[src/source/miner_ocl_pkg.sv]
/*
  Shared definitions for the miner card register front end.
  Holds the AXI-Lite word type, the register map, the value
  returned for unmapped reads and the LED and status widths.
  Modules pull these in with a wildcard import in their header.
*/

package miner_ocl_pkg;

  // ------------------------------
  // Bus word
  // ------------------------------
  localparam int ocl_data_w = 32;

  typedef logic [ocl_data_w-1:0] ocl_word_t;

  // Same word seen whole or as four bytes
  typedef union packed {
    ocl_word_t       word;
    logic [3:0][7:0] bytes;
  } ocl_word_view_t;

  // ------------------------------
  // Register map
  // ------------------------------
  localparam ocl_word_t ocl_addr_hello_world  = 32'h0000_0500;
  localparam ocl_word_t ocl_addr_vled         = 32'h0000_0504;
  localparam ocl_word_t ocl_addr_status       = 32'h0000_0508;
  localparam ocl_word_t ocl_addr_nonce        = 32'h0000_050C;
  localparam ocl_word_t ocl_addr_heavyhash    = 32'h0000_0510;
  localparam ocl_word_t ocl_addr_block_header = 32'h0000_0514;
  localparam ocl_word_t ocl_addr_matrix       = 32'h0000_0518;
  localparam ocl_word_t ocl_addr_target       = 32'h0000_051C;
  localparam ocl_word_t ocl_addr_nonce_size   = 32'h0000_0520;
  localparam ocl_word_t ocl_addr_start        = 32'h0000_0524;
  localparam ocl_word_t ocl_addr_stop         = 32'h0000_0528;
  localparam ocl_word_t ocl_addr_hash_select  = 32'h0000_052C;

  // Returned for any address outside the map
  localparam ocl_word_t ocl_unimplemented_value = 32'hDEAD_BEEF;

  // ------------------------------
  // Side band widths
  // ------------------------------
  localparam int vled_w         = 16;
  localparam int miner_status_w = 2;

endpackage
[src/source/cl_miner_ocl.sv]
/*
  Top level of the miner card register front end.
  Connects the AXI-Lite write and read channels, the write decode
  stage and the LED path to plain host, shell and miner ports.
  blk_cnt is passed down to size the hash select field.
*/

`timescale 1ns/10ps

module cl_miner_ocl
  import miner_ocl_pkg::*;
#(
  parameter int blk_cnt = 8
)
(
  input  logic                       clk_main_a0,
  input  logic                       rst_main_n_sync,

  // AXI-Lite slave
  input  logic                       sh_ocl_awvalid,
  input  ocl_word_t                  sh_ocl_awaddr,
  output logic                       ocl_sh_awready,
  input  logic                       sh_ocl_wvalid,
  input  ocl_word_t                  sh_ocl_wdata,
  output logic                       ocl_sh_wready,
  output logic                       ocl_sh_bvalid,
  output logic [1:0]                 ocl_sh_bresp,
  input  logic                       sh_ocl_bready,
  input  logic                       sh_ocl_arvalid,
  input  ocl_word_t                  sh_ocl_araddr,
  output logic                       ocl_sh_arready,
  output logic                       ocl_sh_rvalid,
  output ocl_word_t                  ocl_sh_rdata,
  output logic [1:0]                 ocl_sh_rresp,
  input  logic                       sh_ocl_rready,

  // Shell status
  input  logic [vled_w-1:0]          sh_cl_status_vdip,
  output logic [vled_w-1:0]          cl_sh_status_vled,

  // Miner commands
  output logic                       block_header_we,
  output ocl_word_t                  block_header,
  output logic                       matrix_fifo_we,
  output ocl_word_t                  matrix_in,
  output logic                       target_we,
  output ocl_word_t                  target,
  output ocl_word_t                  nonce_size,
  output logic                       start,
  output logic                       stop,
  output logic [$clog2(blk_cnt)-1:0] hash_select,

  // Miner results
  input  logic [miner_status_w-1:0]  status,
  input  ocl_word_t                  nonce,
  input  ocl_word_t                  heavyhash,
  output logic                       hash_re
);

  logic              wr_strobe;
  ocl_word_t         wr_addr;
  ocl_word_t         hello_value;
  ocl_word_t         hello_swapped;
  logic [vled_w-1:0] vled_value;

  // ------------------------------
  // Write pipeline
  // ------------------------------
  ocl_write_channel i_ocl_write_channel (
    .clk_main_a0     (clk_main_a0),
    .rst_main_n_sync (rst_main_n_sync),
    .awvalid         (sh_ocl_awvalid),
    .awaddr          (sh_ocl_awaddr),
    .awready         (ocl_sh_awready),
    .wvalid          (sh_ocl_wvalid),
    .wready          (ocl_sh_wready),
    .bvalid          (ocl_sh_bvalid),
    .bresp           (ocl_sh_bresp),
    .bready          (sh_ocl_bready),
    .wr_strobe       (wr_strobe),
    .wr_addr         (wr_addr)
  );

  // Write data taken straight from the bus in the strobe cycle
  miner_ctrl_regs #(
    .blk_cnt (blk_cnt)
  ) i_miner_ctrl_regs (
    .clk_main_a0     (clk_main_a0),
    .rst_main_n_sync (rst_main_n_sync),
    .wr_strobe       (wr_strobe),
    .wr_addr         (wr_addr),
    .wr_data         (sh_ocl_wdata),
    .hello_value     (hello_value),
    .hello_swapped   (hello_swapped),
    .block_header_we (block_header_we),
    .block_header    (block_header),
    .matrix_fifo_we  (matrix_fifo_we),
    .matrix_in       (matrix_in),
    .target_we       (target_we),
    .target          (target),
    .nonce_size      (nonce_size),
    .start           (start),
    .stop            (stop),
    .hash_select     (hash_select)
  );

  // ------------------------------
  // Read pipeline
  // ------------------------------
  ocl_read_channel i_ocl_read_channel (
    .clk_main_a0     (clk_main_a0),
    .rst_main_n_sync (rst_main_n_sync),
    .arvalid         (sh_ocl_arvalid),
    .araddr          (sh_ocl_araddr),
    .arready         (ocl_sh_arready),
    .rvalid          (ocl_sh_rvalid),
    .rdata           (ocl_sh_rdata),
    .rresp           (ocl_sh_rresp),
    .rready          (sh_ocl_rready),
    .hello_swapped   (hello_swapped),
    .vled_value      (vled_value),
    .status          (status),
    .nonce           (nonce),
    .heavyhash       (heavyhash),
    .hash_re         (hash_re)
  );

  // LED shadow beside the pipelines
  vled_mask i_vled_mask (
    .clk_main_a0       (clk_main_a0),
    .rst_main_n_sync   (rst_main_n_sync),
    .hello_value       (hello_value),
    .sh_cl_status_vdip (sh_cl_status_vdip),
    .vled_value        (vled_value),
    .cl_sh_status_vled (cl_sh_status_vled)
  );

endmodule

[src/source/vled_mask.sv]
/*
  Virtual LED path.
  Shadows the low half of the scratch register as the LED value
  and drives the shell LED output masked by the virtual DIP
  switches after a two-flop synchronizer.
*/

`timescale 1ns/10ps

module vled_mask
  import miner_ocl_pkg::*;
(
  input  logic              clk_main_a0,
  input  logic              rst_main_n_sync,
  input  ocl_word_t         hello_value,
  input  logic [vled_w-1:0] sh_cl_status_vdip,
  output logic [vled_w-1:0] vled_value,
  output logic [vled_w-1:0] cl_sh_status_vled
);

  logic [vled_w-1:0] vdip_q1;
  logic [vled_w-1:0] vdip_q2;

  // ------------------------------
  // Shadow, sync and mask
  // ------------------------------
  always_ff @(posedge clk_main_a0)
  begin
    if (!rst_main_n_sync)
    begin
      vled_value        <= '0;
      vdip_q1           <= '0;
      vdip_q2           <= '0;
      cl_sh_status_vled <= '0;
    end
    else
    begin
      // Low half of scratch only
      vled_value        <= hello_value[vled_w-1:0];
      vdip_q1           <= sh_cl_status_vdip;
      vdip_q2           <= vdip_q1;
      cl_sh_status_vled <= vled_value & vdip_q2;
    end
  end

endmodule

[src/source/ocl_read_channel.sv]
/*
  AXI-Lite read side of the register front end.
  Registers the accepted read request, then loads the response
  word from the scratch, LED and miner result sources.
  Response is held until rready. hash_re tells the miner that
  its heavy hash word is being read.
*/

`timescale 1ns/10ps

module ocl_read_channel
  import miner_ocl_pkg::*;
(
  input  logic                      clk_main_a0,
  input  logic                      rst_main_n_sync,
  input  logic                      arvalid,
  input  ocl_word_t                 araddr,
  output logic                      arready,
  output logic                      rvalid,
  output ocl_word_t                 rdata,
  output logic [1:0]                rresp,
  input  logic                      rready,
  input  ocl_word_t                 hello_swapped,
  input  logic [vled_w-1:0]         vled_value,
  input  logic [miner_status_w-1:0] status,
  input  ocl_word_t                 nonce,
  input  ocl_word_t                 heavyhash,
  output logic                      hash_re
);

  logic      arvalid_q;
  ocl_word_t araddr_q;
  ocl_word_t read_word;
  logic      ar_accept;

  // Busy from request capture through the R handshake
  assign arready   = ~arvalid_q & ~rvalid;
  assign ar_accept = arvalid & arready;

  assign rresp = 2'b00;

  // ------------------------------
  // Request stage
  // ------------------------------
  always_ff @(posedge clk_main_a0)
  begin
    if (!rst_main_n_sync)
      arvalid_q <= 1'b0;
    else
      arvalid_q <= ar_accept;
  end

  always_ff @(posedge clk_main_a0)
  begin
    if (ar_accept)
      araddr_q <= araddr;
  end

  // ------------------------------
  // Read data select
  // ------------------------------
  always_comb
  begin
    case (araddr_q)
      ocl_addr_hello_world: read_word = hello_swapped;
      ocl_addr_vled:        read_word = {{(ocl_data_w-vled_w){1'b0}}, vled_value};
      ocl_addr_status:      read_word = {{(ocl_data_w-miner_status_w){1'b0}}, status};
      ocl_addr_nonce:       read_word = nonce;
      ocl_addr_heavyhash:   read_word = heavyhash;
      default:              read_word = ocl_unimplemented_value;
    endcase
  end

  // ------------------------------
  // Response stage
  // ------------------------------
  always_ff @(posedge clk_main_a0)
  begin
    if (!rst_main_n_sync)
    begin
      rvalid  <= 1'b0;
      hash_re <= 1'b0;
    end
    else if (rvalid)
    begin
      rvalid  <= ~rready;
      hash_re <= hash_re & ~rready;
    end
    else
    begin
      rvalid  <= arvalid_q;
      hash_re <= arvalid_q && (araddr_q == ocl_addr_heavyhash);
    end
  end

  // Loaded once per request, frozen while the host stalls
  always_ff @(posedge clk_main_a0)
  begin
    if (arvalid_q)
      rdata <= read_word;
  end

  // Stalled response keeps its word
  a_rdata_stable: assert property (@(posedge clk_main_a0) disable iff (!rst_main_n_sync)
    rvalid && !rready |=> rvalid && $stable(rdata));

endmodule

[src/source/miner_ctrl_regs.sv]
/*
  Write decode stage of the register front end.
  Takes the write strobe, address and data from the write channel,
  keeps the scratch register, and drives the miner command pulses
  and held levels one cycle after the strobe.
  blk_cnt sets the width of the hash select field.
*/

`timescale 1ns/10ps

module miner_ctrl_regs
  import miner_ocl_pkg::*;
#(
  parameter int blk_cnt = 8
)
(
  input  logic                       clk_main_a0,
  input  logic                       rst_main_n_sync,
  input  logic                       wr_strobe,
  input  ocl_word_t                  wr_addr,
  input  ocl_word_t                  wr_data,
  output ocl_word_t                  hello_value,
  output ocl_word_t                  hello_swapped,
  output logic                       block_header_we,
  output ocl_word_t                  block_header,
  output logic                       matrix_fifo_we,
  output ocl_word_t                  matrix_in,
  output logic                       target_we,
  output ocl_word_t                  target,
  output ocl_word_t                  nonce_size,
  output logic                       start,
  output logic                       stop,
  output logic [$clog2(blk_cnt)-1:0] hash_select
);

  localparam int sel_w = $clog2(blk_cnt);

  ocl_word_view_t hello_q;
  ocl_word_view_t hello_sw;

  logic hit_hello;
  logic hit_block_header;
  logic hit_matrix;
  logic hit_target;
  logic hit_nonce_size;
  logic hit_start;
  logic hit_stop;
  logic hit_hash_select;

  // ------------------------------
  // Address decode
  // ------------------------------
  assign hit_hello        = wr_strobe && (wr_addr == ocl_addr_hello_world);
  assign hit_block_header = wr_strobe && (wr_addr == ocl_addr_block_header);
  assign hit_matrix       = wr_strobe && (wr_addr == ocl_addr_matrix);
  assign hit_target       = wr_strobe && (wr_addr == ocl_addr_target);
  assign hit_nonce_size   = wr_strobe && (wr_addr == ocl_addr_nonce_size);
  assign hit_start        = wr_strobe && (wr_addr == ocl_addr_start);
  assign hit_stop         = wr_strobe && (wr_addr == ocl_addr_stop);
  assign hit_hash_select  = wr_strobe && (wr_addr == ocl_addr_hash_select);

  // ------------------------------
  // Scratch register
  // ------------------------------
  always_ff @(posedge clk_main_a0)
  begin
    if (!rst_main_n_sync)
      hello_q.word <= '0;
    else if (hit_hello)
      hello_q.word <= wr_data;
  end

  // Byte order reversed for read back
  always_comb
  begin
    for (int i = 0; i < 4; i++)
      hello_sw.bytes[i] = hello_q.bytes[3-i];
  end

  assign hello_value   = hello_q.word;
  assign hello_swapped = hello_sw.word;

  // ------------------------------
  // Miner commands
  // ------------------------------
  always_ff @(posedge clk_main_a0)
  begin
    if (!rst_main_n_sync)
    begin
      block_header_we <= 1'b0;
      matrix_fifo_we  <= 1'b0;
      target_we       <= 1'b0;
      block_header    <= '0;
      matrix_in       <= '0;
      target          <= '0;
      start           <= 1'b0;
      stop            <= 1'b0;
      nonce_size      <= '0;
      hash_select     <= '0;
    end
    else
    begin
      // One cycle pulses, data only present with its we
      block_header_we <= hit_block_header;
      matrix_fifo_we  <= hit_matrix;
      target_we       <= hit_target;
      block_header    <= hit_block_header ? wr_data : '0;
      matrix_in       <= hit_matrix ? wr_data : '0;
      target          <= hit_target ? wr_data : '0;
      start           <= hit_start;
      stop            <= hit_stop;
      // Held levels
      if (hit_nonce_size)
        nonce_size <= wr_data;
      if (hit_hash_select)
        hash_select <= wr_data[sel_w-1:0];
    end
  end

  // Miner never sees two commands in the same cycle
  a_cmd_onehot: assert property (@(posedge clk_main_a0) disable iff (!rst_main_n_sync)
    $onehot0({block_header_we, matrix_fifo_we, target_we, start, stop}));

endmodule

[src/source/ocl_write_channel.sv]
/*
  AXI-Lite write side of the register front end.
  Accepts one address, waits for its data beat, and turns the
  data handshake into a single-cycle write strobe for the decode
  stage. The response is held until the host takes it.
*/

`timescale 1ns/10ps

module ocl_write_channel
  import miner_ocl_pkg::*;
(
  input  logic      clk_main_a0,
  input  logic      rst_main_n_sync,
  input  logic      awvalid,
  input  ocl_word_t awaddr,
  output logic      awready,
  input  logic      wvalid,
  output logic      wready,
  output logic      bvalid,
  output logic [1:0] bresp,
  input  logic      bready,
  output logic      wr_strobe,
  output ocl_word_t wr_addr
);

  logic wr_active;

  // Idle means a new address can be taken
  assign awready = ~wr_active;

  // Data beat only before the response is out
  assign wready    = wr_active & ~bvalid & wvalid;
  assign wr_strobe = wready;

  // Always OKAY
  assign bresp = 2'b00;

  // ------------------------------
  // Write active flag and response
  // ------------------------------
  always_ff @(posedge clk_main_a0)
  begin
    if (!rst_main_n_sync)
    begin
      wr_active <= 1'b0;
      bvalid    <= 1'b0;
    end
    else
    begin
      // Cleared by the B handshake only
      if (wr_active)
        wr_active <= ~(bvalid & bready);
      else
        wr_active <= awvalid;
      if (bvalid)
        bvalid <= ~bready;
      else
        bvalid <= wr_strobe;
    end
  end

  // Address capture on AW handshake
  always_ff @(posedge clk_main_a0)
  begin
    if (awvalid && awready)
      wr_addr <= awaddr;
  end

  // Response never withdrawn before the host accepts it
  a_bvalid_hold: assert property (@(posedge clk_main_a0) disable iff (!rst_main_n_sync)
    bvalid && !bready |=> bvalid);

endmodule

[config.mk]
export PLATFORM = sky130hd
export DESIGN_NAME = cl_miner_ocl
export DESIGN_NICKNAME = d
export VERILOG_FILES = /design/src/source/miner_ocl_pkg.sv /design/src/source/cl_miner_ocl.sv /design/src/source/vled_mask.sv /design/src/source/ocl_read_channel.sv /design/src/source/miner_ctrl_regs.sv /design/src/source/ocl_write_channel.sv
export SDC_FILE = /design/constraint.sdc
export NUM_CORES = 1
export LEC_CHECK = 0
export ABC_AREA = 1
export BUFFER_PORTS_ARGS = -buffer_cell sky130_fd_sc_hd__buf_2
export CAP_MARGIN = 20
export CORE_MARGIN = 8
export CORE_UTILIZATION = 41
export CTS_BUF_LIST = sky130_fd_sc_hd__clkbuf_2
export DETAILED_ROUTE_END_ITERATION = 6
export GPL_TIMING_DRIVEN = 0
export PLACE_DENSITY = 0.69
export SETUP_SLACK_MARGIN = 0.15
export SYNTH_ARGS = -nofsm -noshare
export SYNTH_HDL_FRONTEND = slang
export SYNTH_SLANG_ARGS = --single-unit
[constraint.sdc]
create_clock -name clk_main_a0 -period 3.4 [get_ports clk_main_a0]
set_clock_uncertainty 0.05 [all_clocks]
set_input_delay 0.68 -clock clk_main_a0 [delete_from_list [all_inputs] [get_ports clk_main_a0]]
set_output_delay 0.68 -clock clk_main_a0 [all_outputs]
set_load 0.02 [all_outputs]
# Word level (Yosys, flattened, before mapping)
# Index checks and enable logic that the tools add are counted.
dict set report totals {
  regBits 333
  inputBits 185
  output_inout_bits 194
  word_cells 68
}
dict set report op_classes {
  eq_ne 13
  muxes 5
  n_bitwise 14
  n_reduce_logical 13
}
# op n
set ops {}
lappend ops {{$eq A32 B11 Y1 const B} 13}
lappend ops {{$pmux W32 S5} 1}
lappend ops {{$and A16 B16 Y16} 1}
lappend ops {{$logic_and A1 B1 Y1} 10}
lappend ops {{$not A1 Y1} 7}
lappend ops {{$and A1 B1 Y1} 6}
lappend ops {{$reduce_and A2 Y1} 3}
lappend ops {{$mux W1} 4}

# Longest topological paths before layout
# Gate-level depths: netlist of the first run.
dict set report logic_depth {
  word_depth 5
  depth_mapped 11
}

# Cells and area by module
# Synthesis of the first run repeated with hierarchy kept, for this count alone.
dict set report hier_totals {
  cells_unflattened 1352
  area_unflattened_um2 12219.2
}
# mod n_inst cells_per_inst area_each_um2 seq_area_each_um2
set by_module_without_submodules {}
lappend by_module_without_submodules {miner_ctrl_regs 1 708 5864.4 3363.2}
lappend by_module_without_submodules {ocl_read_channel 1 395 3443.3 1981.9}
lappend by_module_without_submodules {vled_mask 1 199 1835.5 1281.2}
lappend by_module_without_submodules {ocl_write_channel 1 50 1076.0 1001.0}

# Least setup slack after synthesis of the first run
# OpenSTA, ideal clock, no wires.
dict set report synth_timing {
  path_type {register -> register}
  from {register i_ocl_read_channel.arvalid_q}
  to {register i_ocl_read_channel.araddr_q[0] (enable)}
  arrival_time_ns 3.066
  required_ns 2.889
  setup_slack_ns -0.177
  path_stages_with_launch 2
  synth_period_minus_slack_ns 3.577
  path_cell_list {dfxtp_1 > nor3_1}
}
dict set report synth_between {
  elab_chain_cells 3
}
# item line
set synth_lines {}
lappend synth_lines {{start: declaration} ocl_read_channel.sv:31} ;# logic arvalid_q;
lappend synth_lines {{start signal: assignment} ocl_read_channel.sv:50} ;# arvalid_q <= ar_accept;
lappend synth_lines {{$not A1 Y1} ocl_read_channel.sv:37} ;# assign arready = ~arvalid_q & ~rvalid;
lappend synth_lines {{$and A1 B1 Y1} ocl_read_channel.sv:37}
lappend synth_lines {{$and A1 B1 Y1} ocl_read_channel.sv:38} ;# assign ar_accept = arvalid & arready;
lappend synth_lines {{via i_ocl_read_channel.ar_accept} ocl_read_channel.sv:34} ;# logic ar_accept;
lappend synth_lines {{end signal: assignment} ocl_read_channel.sv:56} ;# araddr_q <= araddr;
lappend synth_lines {{end: declaration} ocl_read_channel.sv:32} ;# ocl_word_t araddr_q;
# The timed path passes the listed nets, and every way through them passes these cells.
# A chain may end at the register's enable or synchronous reset.

# Worst setup path after layout of the first run
dict set report layout_timing {
  from {register i_ocl_read_channel.arvalid_q}
  to {output ocl_sh_arready}
}
dict set report layout_between {
  elab_chain_cells 2
}
# item line
set layout_lines {}
lappend layout_lines {{$not A1 Y1} ocl_read_channel.sv:37}
lappend layout_lines {{$and A1 B1 Y1} ocl_read_channel.sv:37}
lappend layout_lines {{end: declaration} cl_miner_ocl.sv:31} ;# output logic ocl_sh_arready,
# No other way between the ends.

==> results.cfg, run 1 <==
[floorplanning]
ioPinCount = 379
core_um2 = 28500
dieArea_um2 = 34300
die_x_um = 185
die_h_um = 185
num_rows = 62
initial_utilization = 0.412

[grt]
grtUsageTotal = 0.220
grt_overflow = 0
grt_pass1_vias = 10905
grt_pass1_wl_um = 58100
antenna_found_initial = 4
grt_max_degree = 37

[critical_path]
slowest_delay_ns = 0.95
r2r-end = i_ocl_read_channel.rdata[20]$_DFFE_PP_
worst_ep_required_time_ns = 2.67
r2r_start = i_ocl_read_channel.araddr_q[9]$_DFFE_PP_
cp-start-kind = register
cp_data_arrival_time_ns = 2.02
reg2reg_depth = 10
r2r_setup_slack_ns = 0.82
worst-path-buf-inv = 1
path_delay_family = flip-flops
end_kind = primary output
crit_path_max_fanout = 36
path_depth = 2
crit_type = reg2out
crit_path_top_delay_cell = dfxtp_2
crit_chain = nor2_1, buf_2

[yosys]
yosysSeqAreaShare = 0.650
post-synth-top-area-fraction = 0.404
synthTopCellsByArea = dfxtp_1 40%, edfxtp_1 25%, nand2_1 8.8%, nor2_1 8.0%, nand3_1 5.8%
avgSynthCellArea_um2 = 9.07
yosys_warnings = 0
synth_largest_area_cell = dfxtp_1
synthDistinctLibCells = 25
ys_ff_latch = 333
synth-edff-count = 96
synth_common_cells = 275 x nand2_1, 250 x nor2_1, 237 x dfxtp_1
syn_inst = 1295
syn-cell-area_um2 = 11700
ys.flop_type = dfxtp_1
yosys.cell_count.top_type = nand2_1
async_reset_ff_frac = 0

[clocking]
cts_tree = done
htree_num_levels = 3
cts.sinks = 333
cts_setup_buffers = 0
cts_buffers = 83
clk_pin_slew_worst_paths_ns = 0.10
clockBufferDepth = 3
insertion_delay_ns = 0.85
root_buffer = clkbuf_2

[route]
antenna_left = 0
dr.pass1.iters = 5
wl_per_cell_um = 16.8
route.detailed.vias_per_inst = 4.54
num_vias = 10429
drcViolationCount = 0
dr.first_iter.drc_count = 524
totalWireLength_um = 38600

[cells_and_area]
nets = 2032
drive_gt1_frac = 0.302
postLayoutCellArea_um2 = 15800
area_growth_syn_to_layout_pct = 34.9

[placement]
gp_congestion = 0.860
place_area_um2 = 14100
dp_hpwl_um = 28300
portBuffers = 373

[sta]
final.setup.tns_ns = 0
min_period_over_period = 0.810
setup_viol = 0
post-route-min-period_ns = 2.75
rsz0062_at_grt = false
hold_viol_final = 0
timing.fmax_mhz = 363
fin_hold_ws_ns = 0.0925
worst_pin_slew_ns = 0.939
report.final.slew_viol_count = 0
relSlewSlack = 0.374

[power_and_ir_drop]
power_frac_clock = 0.371
seqPwrFrac = 0.572
ir_drop_mv = 0.296
power.switching_mw = 1.86
swShare = 0.253
p_leak_nw = 7.82
power.density_nw_per_um2 = 464
power.internal_mw = 5.49
power_frac_comb = 0.057

[min_path]
worstHoldPathCells = 3
hp-class = in2reg
min_from = sh_ocl_wdata[19]
whs_endpoint = i_miner_ctrl_regs.target[19]$_SDFF_PN0_

[outcome]
status = finished clean

[run]
drv_cap = 0
## logic make-up (layout without fill, tap and decap cells)
group	after synthesis	after routing	synth area share
simple gates	693	693	0.246
flops	333	333	0.650
buf+inv	195	804	0.0727
compound gates	73	73	0.0311
other cells	1	8	0.000319
## tightest hold or removal path, cell delays in order
cell and delay, ns:
buf_2 0.08, inv_1 0.08, nor2_1 0.10
## metal layers
| metal | track usage | share of wire | vias up |
|---|---|---|---|
| met1 | 0.235 | 0.38 | 4735 |
| met5 | 0 | 0 | - |
| met3 | 0.0816 | 0.10 | 66 |
| li1 | - | - | 5228 |
| met2 | 0.393 | 0.50 | 400 |
| met4 | 0.0787 | 0.023 | 0 |
## what timing repair did
| item | CTS | global route |
|---|---|---|
| resized for setup | 0 | 0 |
| hold buffers | 89 | 0 |
| hold endpoints to repair | 87 | 0 |
## registers in the layout, indices dropped and copies added, names as in the netlist, 3 cells and up
signal	count
i_ocl_write_channel.wr_addr	32
i_vled_mask.vled_value	16
i_vled_mask.cl_sh_status_vled	16
i_vled_mask.vdip_q2	16
i_ocl_read_channel.araddr_q	32
i_miner_ctrl_regs.matrix_in	32
i_miner_ctrl_regs.hello_value	32
i_vled_mask.vdip_q1	16
i_miner_ctrl_regs.block_header	32
i_ocl_read_channel.rdata	32
i_miner_ctrl_regs.target	32
i_miner_ctrl_regs.hash_select	3
i_miner_ctrl_regs.nonce_size	32
## power by group through the flow
stage	logic (mW)	registers, mW	clock network [mW]
global placement	0.322	4.30	0
floorplan	0.136	4.30	0
detailed placement	0.334	4.30	0
CTS	0.414	4.21	2.82
finish	0.422	4.21	2.72
global route	0.462	4.22	3.03
## stage by stage
step           setup slack [ns]  std cells  power (mW)   util
2_1_floorplan             0.804       1298        4.44      -
4_1_cts                   0.533       2290        7.44  0.555
6_report                  0.646       2295        7.35  0.556
3_3_place_gp              0.114       2055        4.62  0.495
5_1_grt                   0.429       2294        7.71  0.556
3_5_place_dp              0.605       2056        4.63  0.497
## worst max path at each step
stage / startpoint / endpoint / slack (ns)
3_5_place_dp: rst_main_n_sync / i_miner_ctrl_regs.matrix_in[4]$_SDFF_PN0_ / 0.60
4_1_cts: i_ocl_read_channel.arvalid_q$_SDFF_PN0_ / ocl_sh_arready / 0.53
5_1_grt: i_ocl_read_channel.arvalid_q$_SDFF_PN0_ / ocl_sh_arready / 0.43
3_3_place_gp: i_ocl_read_channel.arvalid_q$_SDFF_PN0_ / i_ocl_read_channel.araddr_q[13]$_DFFE_PP_ / 0.11
2_1_floorplan: i_ocl_read_channel.arvalid_q$_SDFF_PN0_ / i_ocl_read_channel.araddr_q[0]$_DFFE_PP_ / 0.80
6_report: i_ocl_read_channel.arvalid_q$_SDFF_PN0_ / ocl_sh_arready / 0.65
## cells in the final DEF (no fill, tap or decap), types with 2 or more instances in the layout
master,count
buf_6,6
and2_1,2
clkinv_2,3
clkbuf_1,13
clkinvlp_4,2
nand3_2,5
nor2_1,250
buf_16,2
dlygate4sd3_1,89
buf_1,6
nand3_1,137
inv_1,123
clkinv_1,11
a21oi_1,71
buf_4,7
conb_1,4
edfxtp_1,96
and2_0,6
diode_2,4
nor3_1,5
buf_2,413
nand2_1,275
nand4_1,3
nor3_2,4
clkbuf_2,125
bufinv_16,2
dfxtp_1,236
or2_1,2
## final cells by class
type | count | area [µm²]
fill | 2626 | 12600
buffer | 72 | 392
timing repair buffer | 464 | 2810
inverter | 123 | 462
antenna | 4 | 10.0
clock inverter | 20 | 144
multi-input combinational | 770 | 3280
clock buffer | 125 | 626
tap | 384 | 480
sequential | 333 | 7630
(Power assumes the default switching activity.)
==> inputs of run 2 (changes only) <==
==> constraint.sdc (replaced) <==
create_clock -name clk_main_a0 -period 2.4 [get_ports clk_main_a0]
set_clock_uncertainty 0.05 [all_clocks]
set_input_delay 0.48 -clock clk_main_a0 [delete_from_list [all_inputs] [get_ports clk_main_a0]]
set_output_delay 0.48 -clock clk_main_a0 [all_outputs]
set_load 0.02 [all_outputs]
==> run 2 against run 1 <==
Against the previous run: global-route usage is 1.3 points higher; critical path depth is 8 higher; clock power is 37% higher; hold slack better by 0.065 ns; combinational power is 79% higher.
==> results.cfg, run 2 (synthesis gave the netlist of run 1 again) <==
[cells_and_area]
layout_common_cells = 411 x buf_2, 274 x nand2_1, 249 x nor2_1
final_common_cell = buf_2
drive_gt1_frac = 0.294
fill_cells = 2447
area_growth_syn_to_layout_pct = 43.0
nets = 2130

[clocking]
cts_buffers = 84
clockBufferDepth = 3
clk_pin_slew_worst_paths_ns = 0.10
insertion_delay_ns = 0.85
cts_tree = done
root_buffer = clkbuf_2
cts.sinks = 333
htree_num_levels = 3

[power_and_ir_drop]
power.switching_mw = 2.62
power_frac_comb = 0.072
power_frac_clock = 0.358
seqPwrFrac = 0.570
p_leak_nw = 8.23
power.density_nw_per_um2 = 621
swShare = 0.251
power.internal_mw = 7.82
ir_drop_mv = 0.459
design_power_total_mw = 10.4

[sta]
report.final.slew_viol_count = 0
relSlewSlack = 0.423
final.setup.tns_ns = 0
setup_viol = 0
timing.fmax_mhz = 462
hold_viol_final = 0
rsz0062_at_grt = true
post-route-min-period_ns = 2.17
fin_hold_ws_ns = 0.158
min_period_over_period = 0.902
worst_pin_slew_ns = 0.860

[outcome]
status = finished clean

[route]
drcViolationCount = 0
num_vias = 11092
wl_per_cell_um = 17.3
dr.pass1.iters = 6
dr.first_iter.drc_count = 528
route.detailed.vias_per_inst = 4.65
totalWireLength_um = 41300
antenna_left = 0

[critical_path]
cp-start-kind = register
crit_path_max_fanout = 10
crit_path_top_delay_cell = edfxtp_1
slowest_delay_ns = 0.44
cp_common_cell = nand2_1
crit_type = reg2reg
worst_ep_required_time_ns = 3.06
cp_data_arrival_time_ns = 2.83
end_kind = register
crit_chain = nor2_1, nand2_1, nor2_1, nand2_1, nor2_1, buf_2, nand2_1, nand2_1, nor2_1, nand2_1

[grt]
grtUsageMet3 = 0.0838
grtUsageTotal = 0.233
grt_use_met1 = 0.252
grt-busiest-layer = met2
grt_pass1_wl_um = 61500
antenna_found_initial = 3
grt_overflow = 0
grt_pass1_vias = 11657
grtUsageMet2 = 0.408
grt_max_degree = 33

[floorplanning]
core_um2 = 28500
dieArea_um2 = 34300
initial_utilization = 0.412
num_rows = 62
ioPinCount = 379
die_h_um = 185
die_x_um = 185

[run]
drv_cap = 0

[min_path]
hp-class = in2reg

[placement]
portBuffers = 373
gp_congestion = 0.885
dp_hpwl_um = 28200
==> run 2: final cells by class <==
cell class                 count  area (µm²)  share of cell area
multi-input combinational    770        3300               0.197
timing repair buffer         561        3770               0.225
tap                          384         480              0.0286
clock buffer                 131         656              0.0391
sequential                   333        7630               0.455
antenna                        3        7.51            0.000447
clock inverter                10        81.3             0.00484
inverter                     123         462              0.0275
buffer                        72         395              0.0236
==> run 2: worst max-delay path, delay by kind of cell, from the launching register on <==
kind,cells,cell delay (ns)
DFF,1,0.44
and+or+nand+nor,9,1.24
buffers and inverters,1,0.32
==> run 2: worst paths after layout <==
| kind | startpoint | to | slack, ns | depth (start not counted) |
|---|---|---|---|---|
| worst max-delay path | i_ocl_read_channel.araddr_q[12]$_DFFE_PP_ | i_ocl_read_channel.rdata[12]$_DFFE_PP_ | 0.23 | 10 |
| worst min-delay path | heavyhash[1] | i_ocl_read_channel.rdata[1]$_DFFE_PP_ | 0.16 | 5 |
| worst max register to register | i_ocl_read_channel.araddr_q[12]$_DFFE_PP_ | i_ocl_read_channel.rdata[12]$_DFFE_PP_ | 0.23 | 10 |
| worst min register to register | i_vled_mask.vdip_q2[10]$_SDFF_PN0_ | i_vled_mask.cl_sh_status_vled[10]$_SDFF_PN0_ | 0.35 | 2 |
==> run 2: timing repair <==
item | in CTS | in global routing
setup buffers | 3 | 1
hold endpoints to repair | 270 | 0
gates resized for setup | 6 | 6
hold buffers | 182 | 0
setup endpoints to repair | 2 | 25
==> run 2: routing by layer <==
layer	share of wire	wire, µm
met5	0	0
met4	0.033	1370
met3	0.096	3980
met2	0.49	20300
met1	0.38	15700
==> run 2: metrics by stage <==
stage	utilization	setup slack, ns	std cells	cell area (µm²)
after floorplan	-	0.270	1298	11800
after detailed placement	0.496	-0.153	2056	14100
after global routing	0.590	0.120	2387	16800
after CTS	0.588	0.154	2382	16700
after global placement	0.496	-0.265	2055	14100
final	0.590	0.234	2387	16800
==> run 2: power groups by stage <==
stage	combinational [mW]	clock [mW]	sequential, mW
2_1_floorplan	0.194	0	6.10
4_1_cts	0.733	3.87	5.94
6_report	0.756	3.73	5.94
5_1_grt	0.816	4.19	5.96
3_3_place_gp	0.456	0	6.09
3_5_place_dp	0.473	0	6.09
==> inputs of run 3 (changes only) <==
--- a/config.mk
+++ b/config.mk
@@ -13,7 +13,7 @@
 export CTS_BUF_LIST = sky130_fd_sc_hd__clkbuf_2
 export DETAILED_ROUTE_END_ITERATION = 6
 export GPL_TIMING_DRIVEN = 0
-export PLACE_DENSITY = 0.69
+export PLACE_DENSITY = 0.78
 export SETUP_SLACK_MARGIN = 0.15
 export SYNTH_ARGS = -nofsm -noshare
 export SYNTH_HDL_FRONTEND = slang
==> run 3 against run 2 <==
Against the previous run: utilization up 0.15 points; flip-flop and latch count did not move; register-to-register slack better by 0.06 ns; critical path depth decreased by 6; largest cell class unchanged; largest power group unchanged.
==> results.cfg, run 3 (synthesis gave the netlist of run 1 again) <==
[sta]
report.final.slew_viol_count = 0
timing.fmax_mhz = 471
hold_viol_final = 0
rsz0062_at_grt = true
min_period_over_period = 0.885
setup_viol = 0
post-route-min-period_ns = 2.12
fin_ws_ns = 0.276
worst_pin_slew_ns = 0.824
fin_hold_ws_ns = 0.151
relSlewSlack = 0.447

[clocking]
cts_tree = done
clk_pin_slew_worst_paths_ns = 0.10
root_buffer = clkbuf_2
insertion_delay_ns = 0.86
htree_num_levels = 3
cts_buffers = 84
cts.sinks = 333
clockBufferDepth = 3

[floorplanning]
initial_utilization = 0.412
ioPinCount = 379
die_h_um = 185
die_x_um = 185
dieArea_um2 = 34300
core_um2 = 28500
num_rows = 62

[critical_path]
worst_ep_required_time_ns = 1.87
r2r-end = i_ocl_read_channel.rdata[0]$_DFFE_PP_
r2r_start = i_ocl_read_channel.araddr_q[15]$_DFFE_PP_
crit_path_max_fanout = 4
reg2reg_depth = 10
cp_data_arrival_time_ns = 1.59
end_kind = primary output
cp-start-kind = register
crit_type = reg2out
r2r_setup_slack_ns = 0.29

[cells_and_area]
area_growth_syn_to_layout_pct = 43.3
fill_cells = 2384
drive_gt1_frac = 0.295
final_common_cell = buf_2
layout_common_cells = 411 x buf_2, 274 x nand2_1, 244 x nor2_1
multi_input_area_um2 = 3320
nets = 2130
regArea_um2 = 7630
postLayoutCellArea_um2 = 16800

[placement]
gp_congestion = 0.906
place_area_um2 = 14100
dp_hpwl_um = 28900
portBuffers = 373
post-place-ws_ns = -0.152

[run]
drv_cap = 0

[route]
top_layer = met4
drcViolationCount = 0
met3_length_um = 4170
antenna_left = 0
dr.pass1.iters = 5
num_vias = 11356
met1_length_um = 15800
route.detailed.vias_per_inst = 4.74
dr.first_iter.drc_count = 602
wl_per_cell_um = 18.1
wl_met2_um = 21900
totalWireLength_um = 43300

[grt]
antenna_found_initial = 6
grt_pass1_vias = 12018
grt_pass1_wl_um = 65000
grtUsageTotal = 0.245
grt_overflow = 0
grt_max_degree = 33

[min_path]
min_from = sh_ocl_wvalid
worstHoldPathCells = 6
hp-class = in2reg
whs_endpoint = i_miner_ctrl_regs.nonce_size[31]$_SDFFE_PN0P_

[power_and_ir_drop]
power.density_nw_per_um2 = 619
power_frac_clock = 0.354
power.internal_mw = 7.70
seqPwrFrac = 0.572
power.switching_mw = 2.71
ir_drop_mv = 0.473
power_frac_comb = 0.074
swShare = 0.261
p_leak_nw = 8.23

[outcome]
status = finished clean
run 3: changes by cell type in the layout (fill, tap and decap cells not counted), moves of 2 or more:
cell	before	now
clkinv_1	5	13
buf_8	2	0
inv_2	1	3
diode_2	3	7
nor2_2	1	6
buf_16	1	3
nor2_1	249	244
clkinv_4	2	0
clkbuf_2	132	128
run 3: worst max-delay path, stage by stage, from the launching register on:
cell and delay [ns]:
dfxtp_2 0.35, inv_2 0.07, nand3_4 0.10, inv_2 0.09, buf_4 0.14
run 3: layout make-up:
type | instances | share of cell area
plain buffers | 72 | 0.0235
inverters | 123 | 0.0274
multi-input cells | 770 | 0.197
flip-flops and latches | 333 | 0.454
clock buffers | 127 | 0.0378
repair buffers | 561 | 0.226
well taps | 384 | 0.0285
clock inverters | 19 | 0.00528
diodes | 7 | 0.00104
run 3: power by group through the flow:
| stage | sequential, mW | combinational, mW | clock, mW |
|---|---|---|---|
| 2_1_floorplan | 6.10 | 0.194 | 0 |
| 3_3_place_gp | 6.09 | 0.453 | 0 |
| 3_5_place_dp | 6.09 | 0.474 | 0 |
| 4_1_cts | 5.96 | 0.727 | 3.76 |
| 5_1_grt | 5.96 | 0.831 | 4.12 |
| 6_report | 5.95 | 0.772 | 3.69 |
run 3: repair_timing:
item	CTS	global route
hold buffers	182	0
hold endpoints to repair	258	0
setup buffers	1	3
endpoints found under the setup margin	2	40
pin swaps	0	0
resized for setup	8	11
run 3: stage by stage:
stage	cells	util	TNS (ns)	power, mW
floorplan	1298	-	0	6.29
global placement	2055	0.496	-7.90	6.54
detailed placement	2056	0.497	-0.631	6.57
CTS	2385	0.588	0	10.4
global route	2395	0.591	0	10.9
finish	2396	0.591	0	10.4
run 3: how the worst max path moves through the flow:
stage | cells after the start | startpoint | end | slack [ns]
final | 4 | i_ocl_write_channel.bvalid$_SDFF_PN0_ | ocl_sh_wready | 0.28
after global routing | 10 | i_ocl_read_channel.araddr_q[20]$_DFFE_PP_ | i_ocl_read_channel.rdata[1]$_DFFE_PP_ | 0.10
after CTS | 4 | i_ocl_write_channel.bvalid$_SDFF_PN0_ | ocl_sh_wready | 0.15
after detailed placement | 6 | rst_main_n_sync | i_miner_ctrl_regs.block_header[3]$_SDFF_PN0_ | -0.15
after global placement | 1 | i_ocl_read_channel.arvalid_q$_SDFF_PN0_ | i_ocl_read_channel.araddr_q[13]$_DFFE_PP_ | -0.24
after floorplan | 1 | i_ocl_read_channel.arvalid_q$_SDFF_PN0_ | i_ocl_read_channel.araddr_q[0]$_DFFE_PP_ | 0.27
run 3: metal layers:
layer  vias up  GRT usage
li1       5428          -
met1      5232      0.256
met2       582      0.445
met3       114     0.0814
met4         0      0.104
met5         -          0
